$ cat src/ctrl_pkg.sv
package ctrl_pkg;

	////////////////////////////////////////
	// host register map
	////////////////////////////////////////

	typedef enum logic [2:0] {
		REG_SETPOINT = 3'd0,  // staged setpoint
		REG_P_COEF   = 3'd1,  // staged proportional coef
		REG_I_COEF   = 3'd2,  // staged integral coef
		REG_D_COEF   = 3'd3,  // staged derivative coef
		REG_CONTROL  = 3'd4,  // lock / update_en / source bits
		REG_MANUAL   = 3'd5,  // manual output value
		CMD_UPDATE   = 3'd6,  // one cycle update pulse
		CMD_CLEAR    = 3'd7   // one cycle history clear pulse
	} reg_addr_e;

	// bit positions inside REG_CONTROL data
	localparam int unsigned CTRL_LOCK_BIT      = 0;
	localparam int unsigned CTRL_UPDATE_EN_BIT = 1;
	localparam int unsigned CTRL_SOURCE_BIT    = 2;

	////////////////////////////////////////
	// state and source encodings
	////////////////////////////////////////

	typedef enum logic [1:0] {
		ST_IDLE    = 2'd0,  // wait for valid data
		ST_COMPUTE = 2'd1,  // filter math settles
		ST_SEND    = 2'd2,  // output valid downstream
		ST_DONE    = 2'd3   // shift history
	} pid_state_e;

	typedef enum logic {
		SRC_PID    = 1'b0,  // dac follows pid
		SRC_MANUAL = 1'b1   // dac follows manual register
	} source_e;

endpackage

$ cat src/dsp_pkg.sv
package dsp_pkg;

	////////////////////////////////////////
	// datapath widths
	////////////////////////////////////////

	localparam int unsigned ADC_W    = 16;    // adc sample width
	localparam int unsigned OS_COUNT = 4;     // samples per oversample sum
	localparam int unsigned W_IN     = 18;    // filter sum width
	localparam int unsigned W_OUT    = 32;    // pid internal and output width
	localparam int unsigned COEF_W   = 16;    // setpoint and coefficient width
	localparam int unsigned DAC_W    = 16;    // dac word width

	////////////////////////////////////////
	// timing and limits
	////////////////////////////////////////

	localparam int unsigned COMP_LATENCY = 1; // cycles in compute state

	// saturation limits, held at pid width so the compare is signed 32 bit
	localparam logic signed [W_OUT-1:0] DAC_MAX = 32767;   // largest dac code
	localparam logic signed [W_OUT-1:0] DAC_MIN = -32768;  // smallest dac code

endpackage

$ cat src/frontpanel_regs.sv
`timescale 1ns/1ps

module frontpanel_regs (
	input  logic                               clk_in,
	input  logic                               reset_in,
	input  logic                               wr_en,         // host write strobe
	input  ctrl_pkg::reg_addr_e                wr_addr,       // register opcode
	input  logic        [dsp_pkg::COEF_W-1:0]  wr_data,       // write payload
	output logic signed [dsp_pkg::COEF_W-1:0]  setpoint,      // staged setpoint
	output logic signed [dsp_pkg::COEF_W-1:0]  p_coef,        // staged p
	output logic signed [dsp_pkg::COEF_W-1:0]  i_coef,        // staged i
	output logic signed [dsp_pkg::COEF_W-1:0]  d_coef,        // staged d
	output logic signed [dsp_pkg::COEF_W-1:0]  manual_value,  // manual dac value
	output logic                               lock_en,       // level
	output logic                               update_en,     // level
	output logic                               update,        // one cycle pulse
	output logic                               clear,         // one cycle pulse
	output ctrl_pkg::source_e                  source         // dac source select
);

	////////////////////////////////////////
	// write decode
	////////////////////////////////////////

	always_ff @(posedge clk_in) begin
		if (reset_in) begin
			setpoint     <= '0;
			p_coef       <= '0;
			i_coef       <= '0;
			d_coef       <= '0;
			manual_value <= '0;
			lock_en      <= 1'b0;
			update_en    <= 1'b0;
			source       <= ctrl_pkg::SRC_PID;
			update       <= 1'b0;
			clear        <= 1'b0;
		end else begin
			update <= 1'b0;  // command pulses drop after one cycle
			clear  <= 1'b0;
			if (wr_en) begin
				case (wr_addr)
					ctrl_pkg::REG_SETPOINT: setpoint     <= wr_data;
					ctrl_pkg::REG_P_COEF:   p_coef       <= wr_data;
					ctrl_pkg::REG_I_COEF:   i_coef       <= wr_data;
					ctrl_pkg::REG_D_COEF:   d_coef       <= wr_data;
					ctrl_pkg::REG_MANUAL:   manual_value <= wr_data;
					ctrl_pkg::REG_CONTROL: begin
						lock_en   <= wr_data[ctrl_pkg::CTRL_LOCK_BIT];
						update_en <= wr_data[ctrl_pkg::CTRL_UPDATE_EN_BIT];
						source    <= ctrl_pkg::source_e'(wr_data[ctrl_pkg::CTRL_SOURCE_BIT]);
					end
					ctrl_pkg::CMD_UPDATE:   update <= 1'b1;  // data ignored
					ctrl_pkg::CMD_CLEAR:    clear  <= 1'b1;  // data ignored
					default: ;
				endcase
			end
		end
	end

endmodule

$ cat src/output_mux.sv
`timescale 1ns/1ps

module output_mux (
	input  logic                               clk_in,
	input  logic                               reset_in,
	input  logic signed [dsp_pkg::W_OUT-1:0]   pid_data,      // pid control value
	input  logic                               pid_valid,     // pid output strobe
	input  ctrl_pkg::source_e                  source,        // pid or manual
	input  logic signed [dsp_pkg::COEF_W-1:0]  manual_value,  // manual dac word
	output logic signed [dsp_pkg::DAC_W-1:0]   dac_data,      // registered dac word
	output logic                               dac_valid      // one cycle after pid_valid
);

	////////////////////////////////////////
	// saturation
	////////////////////////////////////////

	logic signed [dsp_pkg::DAC_W-1:0] pid_clamped;  // pid value in dac range

	always_comb begin
		if (pid_data > dsp_pkg::DAC_MAX) begin
			pid_clamped = dsp_pkg::DAC_MAX[dsp_pkg::DAC_W-1:0];  // 7fff
		end else if (pid_data < dsp_pkg::DAC_MIN) begin
			pid_clamped = dsp_pkg::DAC_MIN[dsp_pkg::DAC_W-1:0];  // 8000
		end else begin
			pid_clamped = pid_data[dsp_pkg::DAC_W-1:0];          // fits already
		end
	end

	////////////////////////////////////////
	// source select and output register
	////////////////////////////////////////

	// pid keeps running in manual mode, only the word is swapped
	always_ff @(posedge clk_in) begin
		if (reset_in) begin
			dac_data  <= '0;
			dac_valid <= 1'b0;
		end else begin
			dac_valid <= pid_valid;
			if (pid_valid) begin
				if (source == ctrl_pkg::SRC_MANUAL) begin
					dac_data <= manual_value;
				end else begin
					dac_data <= pid_clamped;
				end
			end
		end
	end

endmodule

$ cat src/oversample_filter.sv
`timescale 1ns/1ps

module oversample_filter (
	input  logic                              clk_in,
	input  logic                              reset_in,
	input  logic signed [dsp_pkg::ADC_W-1:0]  adc_data,   // raw adc sample
	input  logic                              adc_valid,  // sample strobe
	output logic signed [dsp_pkg::W_IN-1:0]   sum_data,   // sum of four samples
	output logic                              sum_valid   // one cycle per group
);

	localparam int unsigned CNT_W = $clog2(dsp_pkg::OS_COUNT);  // 2 bits for four samples

	////////////////////////////////////////
	// accumulator state
	////////////////////////////////////////

	logic signed [dsp_pkg::W_IN-1:0] acc;         // running partial sum
	logic        [CNT_W-1:0]         sample_cnt;  // samples taken in this group
	logic signed [dsp_pkg::W_IN-1:0] acc_next;    // partial sum plus new sample
	logic                            last_sample; // group closes on this sample

	assign acc_next    = acc + adc_data;  // adc_data sign extends to W_IN
	assign last_sample = (sample_cnt == CNT_W'(dsp_pkg::OS_COUNT - 1));

	////////////////////////////////////////
	// group counting and output
	////////////////////////////////////////

	always_ff @(posedge clk_in) begin
		if (reset_in) begin
			acc        <= '0;
			sample_cnt <= '0;
			sum_data   <= '0;
			sum_valid  <= 1'b0;
		end else begin
			sum_valid <= 1'b0;  // pulse by default low
			if (adc_valid) begin
				if (last_sample) begin
					sum_data   <= acc_next;   // full group sum
					sum_valid  <= 1'b1;
					acc        <= '0;         // restart for next group
					sample_cnt <= '0;
				end else begin
					acc        <= acc_next;
					sample_cnt <= sample_cnt + 1'b1;
				end
			end
		end
	end

endmodule

$ cat src/pid_core.sv
`timescale 1ns/1ps

module pid_core (
	input  logic                               clk_in,
	input  logic                               reset_in,
	input  logic signed [dsp_pkg::W_IN-1:0]    data_in,         // oversampled input
	input  logic                               data_valid_in,   // input strobe
	input  logic signed [dsp_pkg::COEF_W-1:0]  setpoint,        // staged setpoint
	input  logic signed [dsp_pkg::COEF_W-1:0]  p_coef,          // staged p
	input  logic signed [dsp_pkg::COEF_W-1:0]  i_coef,          // staged i
	input  logic signed [dsp_pkg::COEF_W-1:0]  d_coef,          // staged d
	input  logic                               lock_en,         // low holds everything at zero
	input  logic                               clear,           // zero history only
	input  logic                               update_en,       // arms the update pulse
	input  logic                               update,          // latch staged params
	output logic signed [dsp_pkg::W_OUT-1:0]   data_out,        // control value u
	output logic                               data_valid_out   // high in ST_SEND
);

	////////////////////////////////////////
	// internal state
	////////////////////////////////////////

	logic signed [dsp_pkg::W_OUT-1:0] data_q;                 // captured input
	logic signed [dsp_pkg::W_OUT-1:0] setpoint_q;             // active setpoint
	logic signed [dsp_pkg::W_OUT-1:0] p_q, i_q, d_q;          // active coefficients
	logic signed [dsp_pkg::W_OUT-1:0] e_cur, e1, e2;          // error now and history
	logic signed [dsp_pkg::W_OUT-1:0] k1, k2, k3;             // velocity form coefs
	logic signed [dsp_pkg::W_OUT-1:0] u_prev, u_cur;          // control value

	ctrl_pkg::pid_state_e state, state_next;
	logic [7:0] state_cnt;                                    // cycles spent in state

	////////////////////////////////////////
	// filter math
	////////////////////////////////////////

	assign e_cur = setpoint_q - data_q;
	assign k1    = p_q + i_q + d_q;
	assign k2    = -p_q - (d_q <<< 1);                       // -P - 2D
	assign k3    = d_q;
	assign u_cur = u_prev + k1 * e_cur + k2 * e1 + k3 * e2;  // wraps at 32 bits

	assign data_out       = u_cur;
	assign data_valid_out = (state == ctrl_pkg::ST_SEND);

	////////////////////////////////////////
	// data, params and history
	////////////////////////////////////////

	always_ff @(posedge clk_in) begin
		if (reset_in || !lock_en) begin
			data_q <= '0;
		end else if (data_valid_in && state == ctrl_pkg::ST_IDLE) begin
			data_q <= data_in;  // sign extends to W_OUT
		end
	end

	always_ff @(posedge clk_in) begin
		if (reset_in || !lock_en) begin
			setpoint_q <= '0;
			p_q        <= '0;
			i_q        <= '0;
			d_q        <= '0;
		end else if (update && update_en) begin
			setpoint_q <= setpoint;
			p_q        <= p_coef;
			i_q        <= i_coef;
			d_q        <= d_coef;
		end
	end

	always_ff @(posedge clk_in) begin
		if (reset_in || !lock_en || clear) begin
			u_prev <= '0;
			e1     <= '0;
			e2     <= '0;
		end else if (state == ctrl_pkg::ST_DONE) begin
			u_prev <= u_cur;  // shift once per pass
			e1     <= e_cur;
			e2     <= e1;
		end
	end

	////////////////////////////////////////
	// state machine
	////////////////////////////////////////

	always_ff @(posedge clk_in) begin
		if (reset_in) begin
			state     <= ctrl_pkg::ST_IDLE;
			state_cnt <= '0;
		end else begin
			state <= state_next;
			if (state != state_next) begin
				state_cnt <= '0;                // fresh count per state
			end else if (state == ctrl_pkg::ST_COMPUTE) begin
				state_cnt <= state_cnt + 1'b1;
			end
		end
	end

	always_comb begin
		state_next = state;
		case (state)
			ctrl_pkg::ST_IDLE: begin
				if (data_valid_in) state_next = ctrl_pkg::ST_COMPUTE;
			end
			ctrl_pkg::ST_COMPUTE: begin
				if (state_cnt == 8'(dsp_pkg::COMP_LATENCY - 1)) state_next = ctrl_pkg::ST_SEND;
			end
			ctrl_pkg::ST_SEND: state_next = ctrl_pkg::ST_DONE;
			ctrl_pkg::ST_DONE: state_next = ctrl_pkg::ST_IDLE;
			default:           state_next = ctrl_pkg::ST_IDLE;
		endcase
	end

endmodule

$ cat src/pid_lock_top.sv
`timescale 1ns/1ps

module pid_lock_top (
	input  logic                               clk_in,
	input  logic                               reset_in,
	input  logic signed [dsp_pkg::ADC_W-1:0]   adc_data,   // adc sample
	input  logic                               adc_valid,  // adc strobe
	input  logic                               wr_en,      // host write strobe
	input  ctrl_pkg::reg_addr_e                wr_addr,    // host opcode
	input  logic        [dsp_pkg::COEF_W-1:0]  wr_data,    // host payload
	output logic signed [dsp_pkg::DAC_W-1:0]   dac_data,   // dac word
	output logic                               dac_valid   // dac strobe
);

	////////////////////////////////////////
	// interconnect
	////////////////////////////////////////

	logic signed [dsp_pkg::W_IN-1:0]   sum_data;      // filter -> pid
	logic                              sum_valid;
	logic signed [dsp_pkg::COEF_W-1:0] setpoint;      // regs -> pid
	logic signed [dsp_pkg::COEF_W-1:0] p_coef;
	logic signed [dsp_pkg::COEF_W-1:0] i_coef;
	logic signed [dsp_pkg::COEF_W-1:0] d_coef;
	logic signed [dsp_pkg::COEF_W-1:0] manual_value;  // regs -> mux
	logic                              lock_en;
	logic                              update_en;
	logic                              update;
	logic                              clear;
	ctrl_pkg::source_e                 source;
	logic signed [dsp_pkg::W_OUT-1:0]  pid_data;      // pid -> mux
	logic                              pid_valid;

	////////////////////////////////////////
	// blocks
	////////////////////////////////////////

	oversample_filter filter_i (
		.clk_in    (clk_in),
		.reset_in  (reset_in),
		.adc_data  (adc_data),
		.adc_valid (adc_valid),
		.sum_data  (sum_data),
		.sum_valid (sum_valid)
	);

	frontpanel_regs regs_i (
		.clk_in       (clk_in),
		.reset_in     (reset_in),
		.wr_en        (wr_en),
		.wr_addr      (wr_addr),
		.wr_data      (wr_data),
		.setpoint     (setpoint),
		.p_coef       (p_coef),
		.i_coef       (i_coef),
		.d_coef       (d_coef),
		.manual_value (manual_value),
		.lock_en      (lock_en),
		.update_en    (update_en),
		.update       (update),
		.clear        (clear),
		.source       (source)
	);

	pid_core pid_i (
		.clk_in         (clk_in),
		.reset_in       (reset_in),
		.data_in        (sum_data),
		.data_valid_in  (sum_valid),
		.setpoint       (setpoint),
		.p_coef         (p_coef),
		.i_coef         (i_coef),
		.d_coef         (d_coef),
		.lock_en        (lock_en),
		.clear          (clear),
		.update_en      (update_en),
		.update         (update),
		.data_out       (pid_data),
		.data_valid_out (pid_valid)
	);

	output_mux mux_i (
		.clk_in       (clk_in),
		.reset_in     (reset_in),
		.pid_data     (pid_data),
		.pid_valid    (pid_valid),
		.source       (source),
		.manual_value (manual_value),
		.dac_data     (dac_data),
		.dac_valid    (dac_valid)
	);

endmodule

$ cat config.mk
export PLATFORM = sky130hd
export DESIGN_NAME = pid_lock_top
export DESIGN_NICKNAME = d
export VERILOG_FILES = /design/src/ctrl_pkg.sv /design/src/dsp_pkg.sv /design/src/frontpanel_regs.sv /design/src/output_mux.sv /design/src/oversample_filter.sv /design/src/pid_core.sv /design/src/pid_lock_top.sv
export SDC_FILE = /design/constraint.sdc
export NUM_CORES = 2
export LEC_CHECK = 0
export BUFFER_PORTS_ARGS = -buffer_cell sky130_fd_sc_hd__buf_2
export CAP_MARGIN = 30
export CORE_ASPECT_RATIO = 0.75
export CORE_UTILIZATION = 67
export DETAILED_ROUTE_END_ITERATION = 8
export PLACE_DENSITY = 0.84
export SYNTH_ARGS = -nofsm -noshare
export SYNTH_HDL_FRONTEND = slang
export SYNTH_SLANG_ARGS = --single-unit
export TNS_END_PERCENT = 10
$ cat constraint.sdc
create_clock -name clk_in -period 28.9 [get_ports clk_in]
set_input_delay 2.89 -clock clk_in [delete_from_list [all_inputs] [get_ports clk_in]]
set_output_delay 2.89 -clock clk_in [all_outputs]
set_load 0.01 [all_outputs]
# Word level (Yosys, flattened, before mapping)

Cells that the tools add are included.

Flip-flop bits (word level): 329
Latch bits: 0
Bits in writable memories: 0
Memory bits (read-only): 0
Bits of input ports: 39
Memories: 0

$add $sub $neg: 11
$mul: 3
Divide/modulo/power cells: 0
Magnitude comparators: 2
Equal/unequal tests: 12
Shifts and indexed selects: 0
Muxes and demuxes: 11
Bitwise logic cells: 2
Reductions and logical operators: 18

Operators with widths:

| cell                                                         | number |
|---|---|
| adder 32 bit                                                 | 3 |
| multiplier 32 x 32 -> 32 bit                                 | 2 |
| 2-to-1 mux 16 bit                                            | 3 |
| > comparator 32 x 16 -> 1 bit, second input constant         | 1 |
| less-than comparator 32 x 16 -> 1 bit, second input constant | 1 |
| multiplier 16 x 32 -> 32 bit                                 | 1 |
| negation 16 -> 32 bit                                        | 1 |
| subtractor 32 x 17 -> 32 bit                                 | 1 |
| subtractor 16 x 18 -> 19 bit                                 | 1 |
| adder 17 x 16 -> 18 bit                                      | 1 |
| adder 18 x 16 -> 18 bit                                      | 1 |
| 2-to-1 mux 18 bit                                            | 1 |
| adder 16 x 16 -> 17 bit                                      | 1 |
| AND reduction 2 bit                                          | 7 |
| equality test 3 bit, second input constant                   | 4 |
| adder 8 x 1 -> 8 bit, second input constant                  | 1 |
| zero test 8 bit                                              | 1 |
| one-hot mux 2 bit (4 select lines)                           | 1 |
| equality test 2 bit, second input constant                   | 3 |
| equality test 3 x 2 -> 1 bit, second input constant          | 2 |
| 2-to-1 mux 2 bit                                             | 3 |
| OR reduction 2 bit                                           | 3 |
| equality test 3 x 1 -> 1 bit, second input constant          | 1 |
| zero test 3 bit                                              | 1 |
| 9 further kinds                                              | 14 |

# Depth between registers and ports, before layout

Depth after elaboration: 10
Gate-level depth with buffers: 51
Mapped depth without buffers: 48

# By module

Synthesis repeated with hierarchy kept, for this count alone.

Cell total of the unflattened synthesis: 5685
Area, all modules: 50988.9 um^2

By module, submodules not included:

| module            | times used | cells an instance | area an instance (um^2) |
|---|---|---|---|
| pid_core          | 1          | 4992              | 44338.8 |
| frontpanel_regs   | 1          | 301               | 3384.5 |
| oversample_filter | 1          | 292               | 2436.1 |
| output_mux        | 1          | 100               | 829.5 |

# Worst setup path before layout

Ideal clock, no wire load.

Path kind: reg2reg
From: register pid_i.d_q[1] in the netlist's numbering
To: register mux_i.dac_data[4] in the netlist's numbering
Data arrival time: 11489 ps
Slack: 17294 ps
Stages on the path, launching flop included: 46
Buffers on the path: 2
Cell sequence: dfxtp_1 -> clkbuf_1 -> inv_1 -> fa_1 -> inv_1 -> ha_1 -> fa_1 -> a21o_1 -> a21oi_2 -> nor2b_1 -> o31a_1 -> o21a_1 -> nor2_1 -> xnor2_1 -> clkbuf_1 -> nand2_1 -> fa_1 -> inv_1 -> [10 not listed] -> inv_1 -> fa_1 -> inv_1 -> ha_1 -> a21o_1 -> a21o_1 -> a21o_1 -> a21oi_1 -> o31ai_1 -> a21oi_1 -> o21bai_1 -> a211oi_1 -> xor2_1 -> xnor3_1 -> xnor2_2 -> and3_4 -> a211o_1 -> a22o_1

Cells in the longest elaborated chain, start to end: 9
Elaborated cells between the ends (all ways): 13
Classes of those cells: add/sub (5); mul (3); order compare (2); mux (3)

Ends and longest elaborated chain:

| element                               | line             | text |
|---|---|---|
| start: declaration                    | pid_core.sv:26   | `logic signed [dsp_pkg::W_OUT-1:0] p_q, i_q, d_q;` |
| start signal: assignment              | pid_core.sv:69   | `d_q <= d_coef;` |
| adder 17 x 16 -> 18 bit               | pid_core.sv:39   | `assign k1 = p_q + i_q + d_q;` |
| multiplier 32 x 32 -> 32 bit          | pid_core.sv:42   | `assign u_cur = u_prev + k1 * e_cur + k2 * e1 + k3 * e2;` |
| adder 32 bit (2 in series)            | pid_core.sv:42   |  |
| adder 32 bit (*)                      | pid_core.sv:42   |  |
| less-than comparator 32 x 16 -> 1 bit | output_mux.sv:23 | `end else if (pid_data < dsp_pkg::DAC_MIN) begin` |
| 2-to-1 mux 16 bit                     | output_mux.sv:23 |  |
| 2-to-1 mux 16 bit (*)                 | output_mux.sv:21 | `if (pid_data > dsp_pkg::DAC_MAX) begin` |
| 2-to-1 mux 16 bit (*)                 | output_mux.sv:42 | `if (source == ctrl_pkg::SRC_MANUAL) begin` |
| end signal: assignment                | output_mux.sv:43 | `dac_data <= manual_value;` |
| end signal: assignment                | output_mux.sv:45 | `dac_data <= pid_clamped;` |
| end: declaration                      | output_mux.sv:10 | `output logic signed [dsp_pkg::DAC_W-1:0] dac_data,` |

Mark *: on every way between the ends. The rest lies on a longest branch, timed or not.
A chain may end at the register's enable or synchronous reset.

# Worst setup path after layout

From: register pid_i.d_q[1] in the netlist's numbering
To: register mux_i.dac_data[15] in the netlist's numbering

Same word-level chain as after synthesis.

==> metrics.log <==
[metrics] status: completed
[metrics] global-route wire length before repair: 238.5 mm
[metrics] fin crit period: 13590 ps
[metrics] insertion delay to the later sink of the worst-skew pair: 610 ps
[metrics] sum of overflow across all layers after global routing: 0
[metrics] worst reg2reg path depth: 46
[metrics] delay of the slowest cell on the worst path: 820 ps
[metrics] gate count after technology mapping: 5927
[metrics] hold depth: 2
[metrics] Initial Util: between 60% and 70%
[metrics] Resize count post-CTS: 0
[metrics] Worst Tran Pin Value: roughly 1100 ps
[metrics] largest buffer count on any clock path: 3
[metrics] number of maximum-capacitance violations: 0
[metrics] cell row count: 88
[metrics] Most common cell on crit path: sky130_fd_sc_hd__fa_1
[metrics] post-synthesis sequential area ratio: 11.58%
[metrics] final setup skew: 23.76 ps
[metrics] number of enable-type register cells in the synthesized netlist: 0
[metrics] area added between synthesis and finish: 4.939%
[metrics] final cell utilization of the core: between 70 and 80%
[metrics] top post-synthesis cells by area: sky130_fd_sc_hd__fa_1 (44%), sky130_fd_sc_hd__dfxtp_1 (12%), sky130_fd_sc_hd__inv_1 (9.7%), sky130_fd_sc_hd__ha_1 (8.4%), sky130_fd_sc_hd__nand2_1 (8.1%)
[metrics] number of distinct library cell variants in the gate-level netlist after synthesis: 74
[metrics] power density over cell area: 16.33 mW/mm²
[metrics] fraction of final layout cells with drive strength greater than 1: around 4.6%
[metrics] clock sink count: 303
[metrics] Setup CP Type: reg -> reg
[metrics] antenna viol nets, final: 0
[metrics] peak clock frequency supported by timing: 73.60 MHz
[metrics] Data required, critical path: between 20000 and 30000 ps
[metrics] most area-hungry cell type in the Yosys netlist: sky130_fd_sc_hd__fa_1
[metrics] number of antenna violations at the first check in global routing: 4
[metrics] Startpoint Class: flip-flop
[metrics] post-synth top area share: a little over two fifths
[metrics] number of setup buffers added after CTS: 0
[metrics] routed wire length: 152.6 mm
[metrics] Synthesized Nets: between 7000 and 8000
[metrics] min-delay worst type: reg -> reg
[metrics] Tot GR Track Use: approximately two fifths
[metrics] number of I/O port buffers: 55
[metrics] Placer Congestion: 0.9991
[metrics] CTS H-tree lvls: 1
[metrics] Core Area: 0.07718 mm²
[metrics] Final Cycle Share: 47.01%
[metrics] vias in the first global route: 41680
[metrics] most common library cell in the layout ignoring fill and taps: sky130_fd_sc_hd__inv_1
[metrics] Die Y-Extent: 244.2 µm
[metrics] vias per cell: slightly below 6
[metrics] Data arrival, critical path: 14110 ps
[metrics] warning count from the yosys run: 0
[metrics] top fanout value on the critical path: 21
[metrics] Yosys reg bits: between 300 and 400
[metrics] Critical Path End Type: flip-flop
[metrics] RSZ-0062 raised after global routing: no
[metrics] maximum vdd drop: 0.04776 mV
[metrics] Total Die Area: 0.07933 mm²
[metrics] root cell of the clock tree: sky130_fd_sc_hd__clkbuf_16
[metrics] Worst slew margin: 24.99%
[metrics] half-perimeter wire length of the detailed placement result: about 120 mm
[metrics] pre-CTS worst setup slack: about 15000 ps
[metrics] count of final setup violators: 0
[metrics] final worst setup slack: approximately 15000 ps
[metrics] Post-CTS Hold Fix Bufs: 0
[metrics] mean routed wirelength per cell: ~22 µm
[metrics] Inserted Clock Buffers: 31
[metrics] commonest cells after routing, fill and taps aside: sky130_fd_sc_hd__inv_1 (1358), sky130_fd_sc_hd__fa_1 (1143), sky130_fd_sc_hd__nand2_1 (1131), sky130_fd_sc_hd__ha_1 (352), sky130_fd_sc_hd__and2_1 (316)
[metrics] final routed DRC violation total: 0
[metrics] leakage power: about 0.027 µW
[metrics] final hold viol count: 0
[metrics] Async SR Flop Fraction: 0%
[metrics] netlist area before placement: 0.05239 mm²
[metrics] clock transition time at the flip-flop clock pins of the worst setup and hold paths: roughly 80 ps
[metrics] Tot Pwr: around 900 µW
[metrics] primary flip-flop cell chosen by synthesis mapping: sky130_fd_sc_hd__dfxtp_1
[metrics] Starting DRT DRC Count: approximately 4300
[metrics] total via count after detailed routing: 40040
[metrics] cell type of the slowest stage on the worst timing path: sky130_fd_sc_hd__dfxtp_1
[metrics] pins over their slew limit: 0
[metrics] # nets final: 7381
[metrics] final setup TNS: 0 ps
[metrics] Die Wd: 324.9 µm
[metrics] clock tree from TritonCTS: done
[metrics] Pre-Repair DR Iteration Count: 7
[metrics] top-level port count: 56
[metrics] Post-Syn Area per Cell: 8.839 µm²
[metrics] pin count of the biggest net entering global routing: 96
==> per-layer routing <==
layer  wire length (µm)  GRT usage (%)  up-vias
met5                  0              0        -
met3              22100          12.27      400
met2              63340          57.59     2442
li1                   -              -    17170
met4               7284          15.12        0
met1              59850          56.22    20020
==> power breakdown <==
part	switching (µW)	leakage (µW)	total [µW]	internal (µW)
sequential	4.98	0.00245	430	425
clock	186	0.000499	406	220
combinational	39.0	0.0243	61.2	22.2
total	230	0.0272	898	667
==> per-stage QoR <==
step                      instance area [µm²]  hold slack, ps  instances
after floorplan                         52390           428.7       5927
after global placement                  53850           435.4       6842
after detailed placement                53940           442.4       6848
after CTS                               54950           450.8       6905
after global routing                    54970           458.3       6906
final                                   54980           441.4       6908
==> final timing paths <==
check | end | start | slack, ps
max | mux_i.dac_data[15]$_SDFFE_PP0P_ | pid_i.d_q[1]$_SDFFE_PP0P_ | 15310
min | pid_i.setpoint_q[15]$_SDFFE_PP0P_ | regs_i.setpoint[15]$_SDFFE_PP0P_ | 440
max reg2reg | mux_i.dac_data[15]$_SDFFE_PP0P_ | pid_i.d_q[1]$_SDFFE_PP0P_ | 15310
min reg2reg | pid_i.setpoint_q[15]$_SDFFE_PP0P_ | regs_i.setpoint[15]$_SDFFE_PP0P_ | 440
==> cell usage after synthesis, drive strengths merged, types with 4 or more instances <==
| cell type | number |
|---|---|
| and2 | 318 |
| a31oi | 10 |
| a21o | 28 |
| o211ai | 6 |
| a21oi | 312 |
| a21boi | 4 |
| nand4 | 6 |
| a211o | 8 |
| nand2 | 1134 |
| nand2b | 33 |
| xnor2 | 141 |
| or2 | 11 |
| inv | 1358 |
| and3 | 13 |
| ha | 352 |
| clkbuf | 257 |
| o21bai | 12 |
| dfxtp | 303 |
| o21ai | 58 |
| or3 | 6 |
| xnor3 | 6 |
| nor2b | 40 |
| buf | 10 |
| xor2 | 50 |
| nor2 | 168 |
| o21a | 20 |
| o31ai | 10 |
| a22o | 6 |
| a211oi | 20 |
| fa | 1143 |
| nor3 | 17 |
| nand3 | 15 |
| mux2i | 7 |
==> critical path, delay by kind of cell (launching register included) <==
kind,cells,cell delay (ps)
AO/OA/AOI/OAI,13,3480
AND/OR/NAND/NOR,7,1400
adder cells (fa/ha/maj),14,6530
flip-flops,1,820
XOR/XNOR,2,300
buffers and inverters,10,960
==> area by class of cell <==
cell class / instances / area [µm²]
Tap cell: 1035 / 1295
Fill cell: 5821 / 22210
Clock buffer: 41 / 853.3
Antenna cell: 2 / 5.005
Timing Repair Buffer: 154 / 1089
Multi-Input combinational cell: 3999 / 40420
Inverter: 1358 / 5097
Sequential cell: 303 / 6067
Clock inverter: 16 / 150.1
==> flip-flops by register name, summed over array words and instances, names as in the netlist, 18 cells and up <==
signal,cells
pid_i.u_prev,32
pid_i.e1,19
pid_i.e2,19
pid_i.data_q,18
filter_i.sum_data,18
filter_i.acc,18
==> logic make-up after synthesis <==
kind of cell	Yosys count	share of synthesized area [%]
and+or+nand+nor	1781	15.07
buffers and inverters	1625	11.66
adders and majority gates	1495	52.08
AOI/OAI and AO/OA	519	5.961
DFF	303	11.58
xor gates and xnor gates	197	3.508
muxes	7	0.1337
Power figures use the tool's default switching activity.
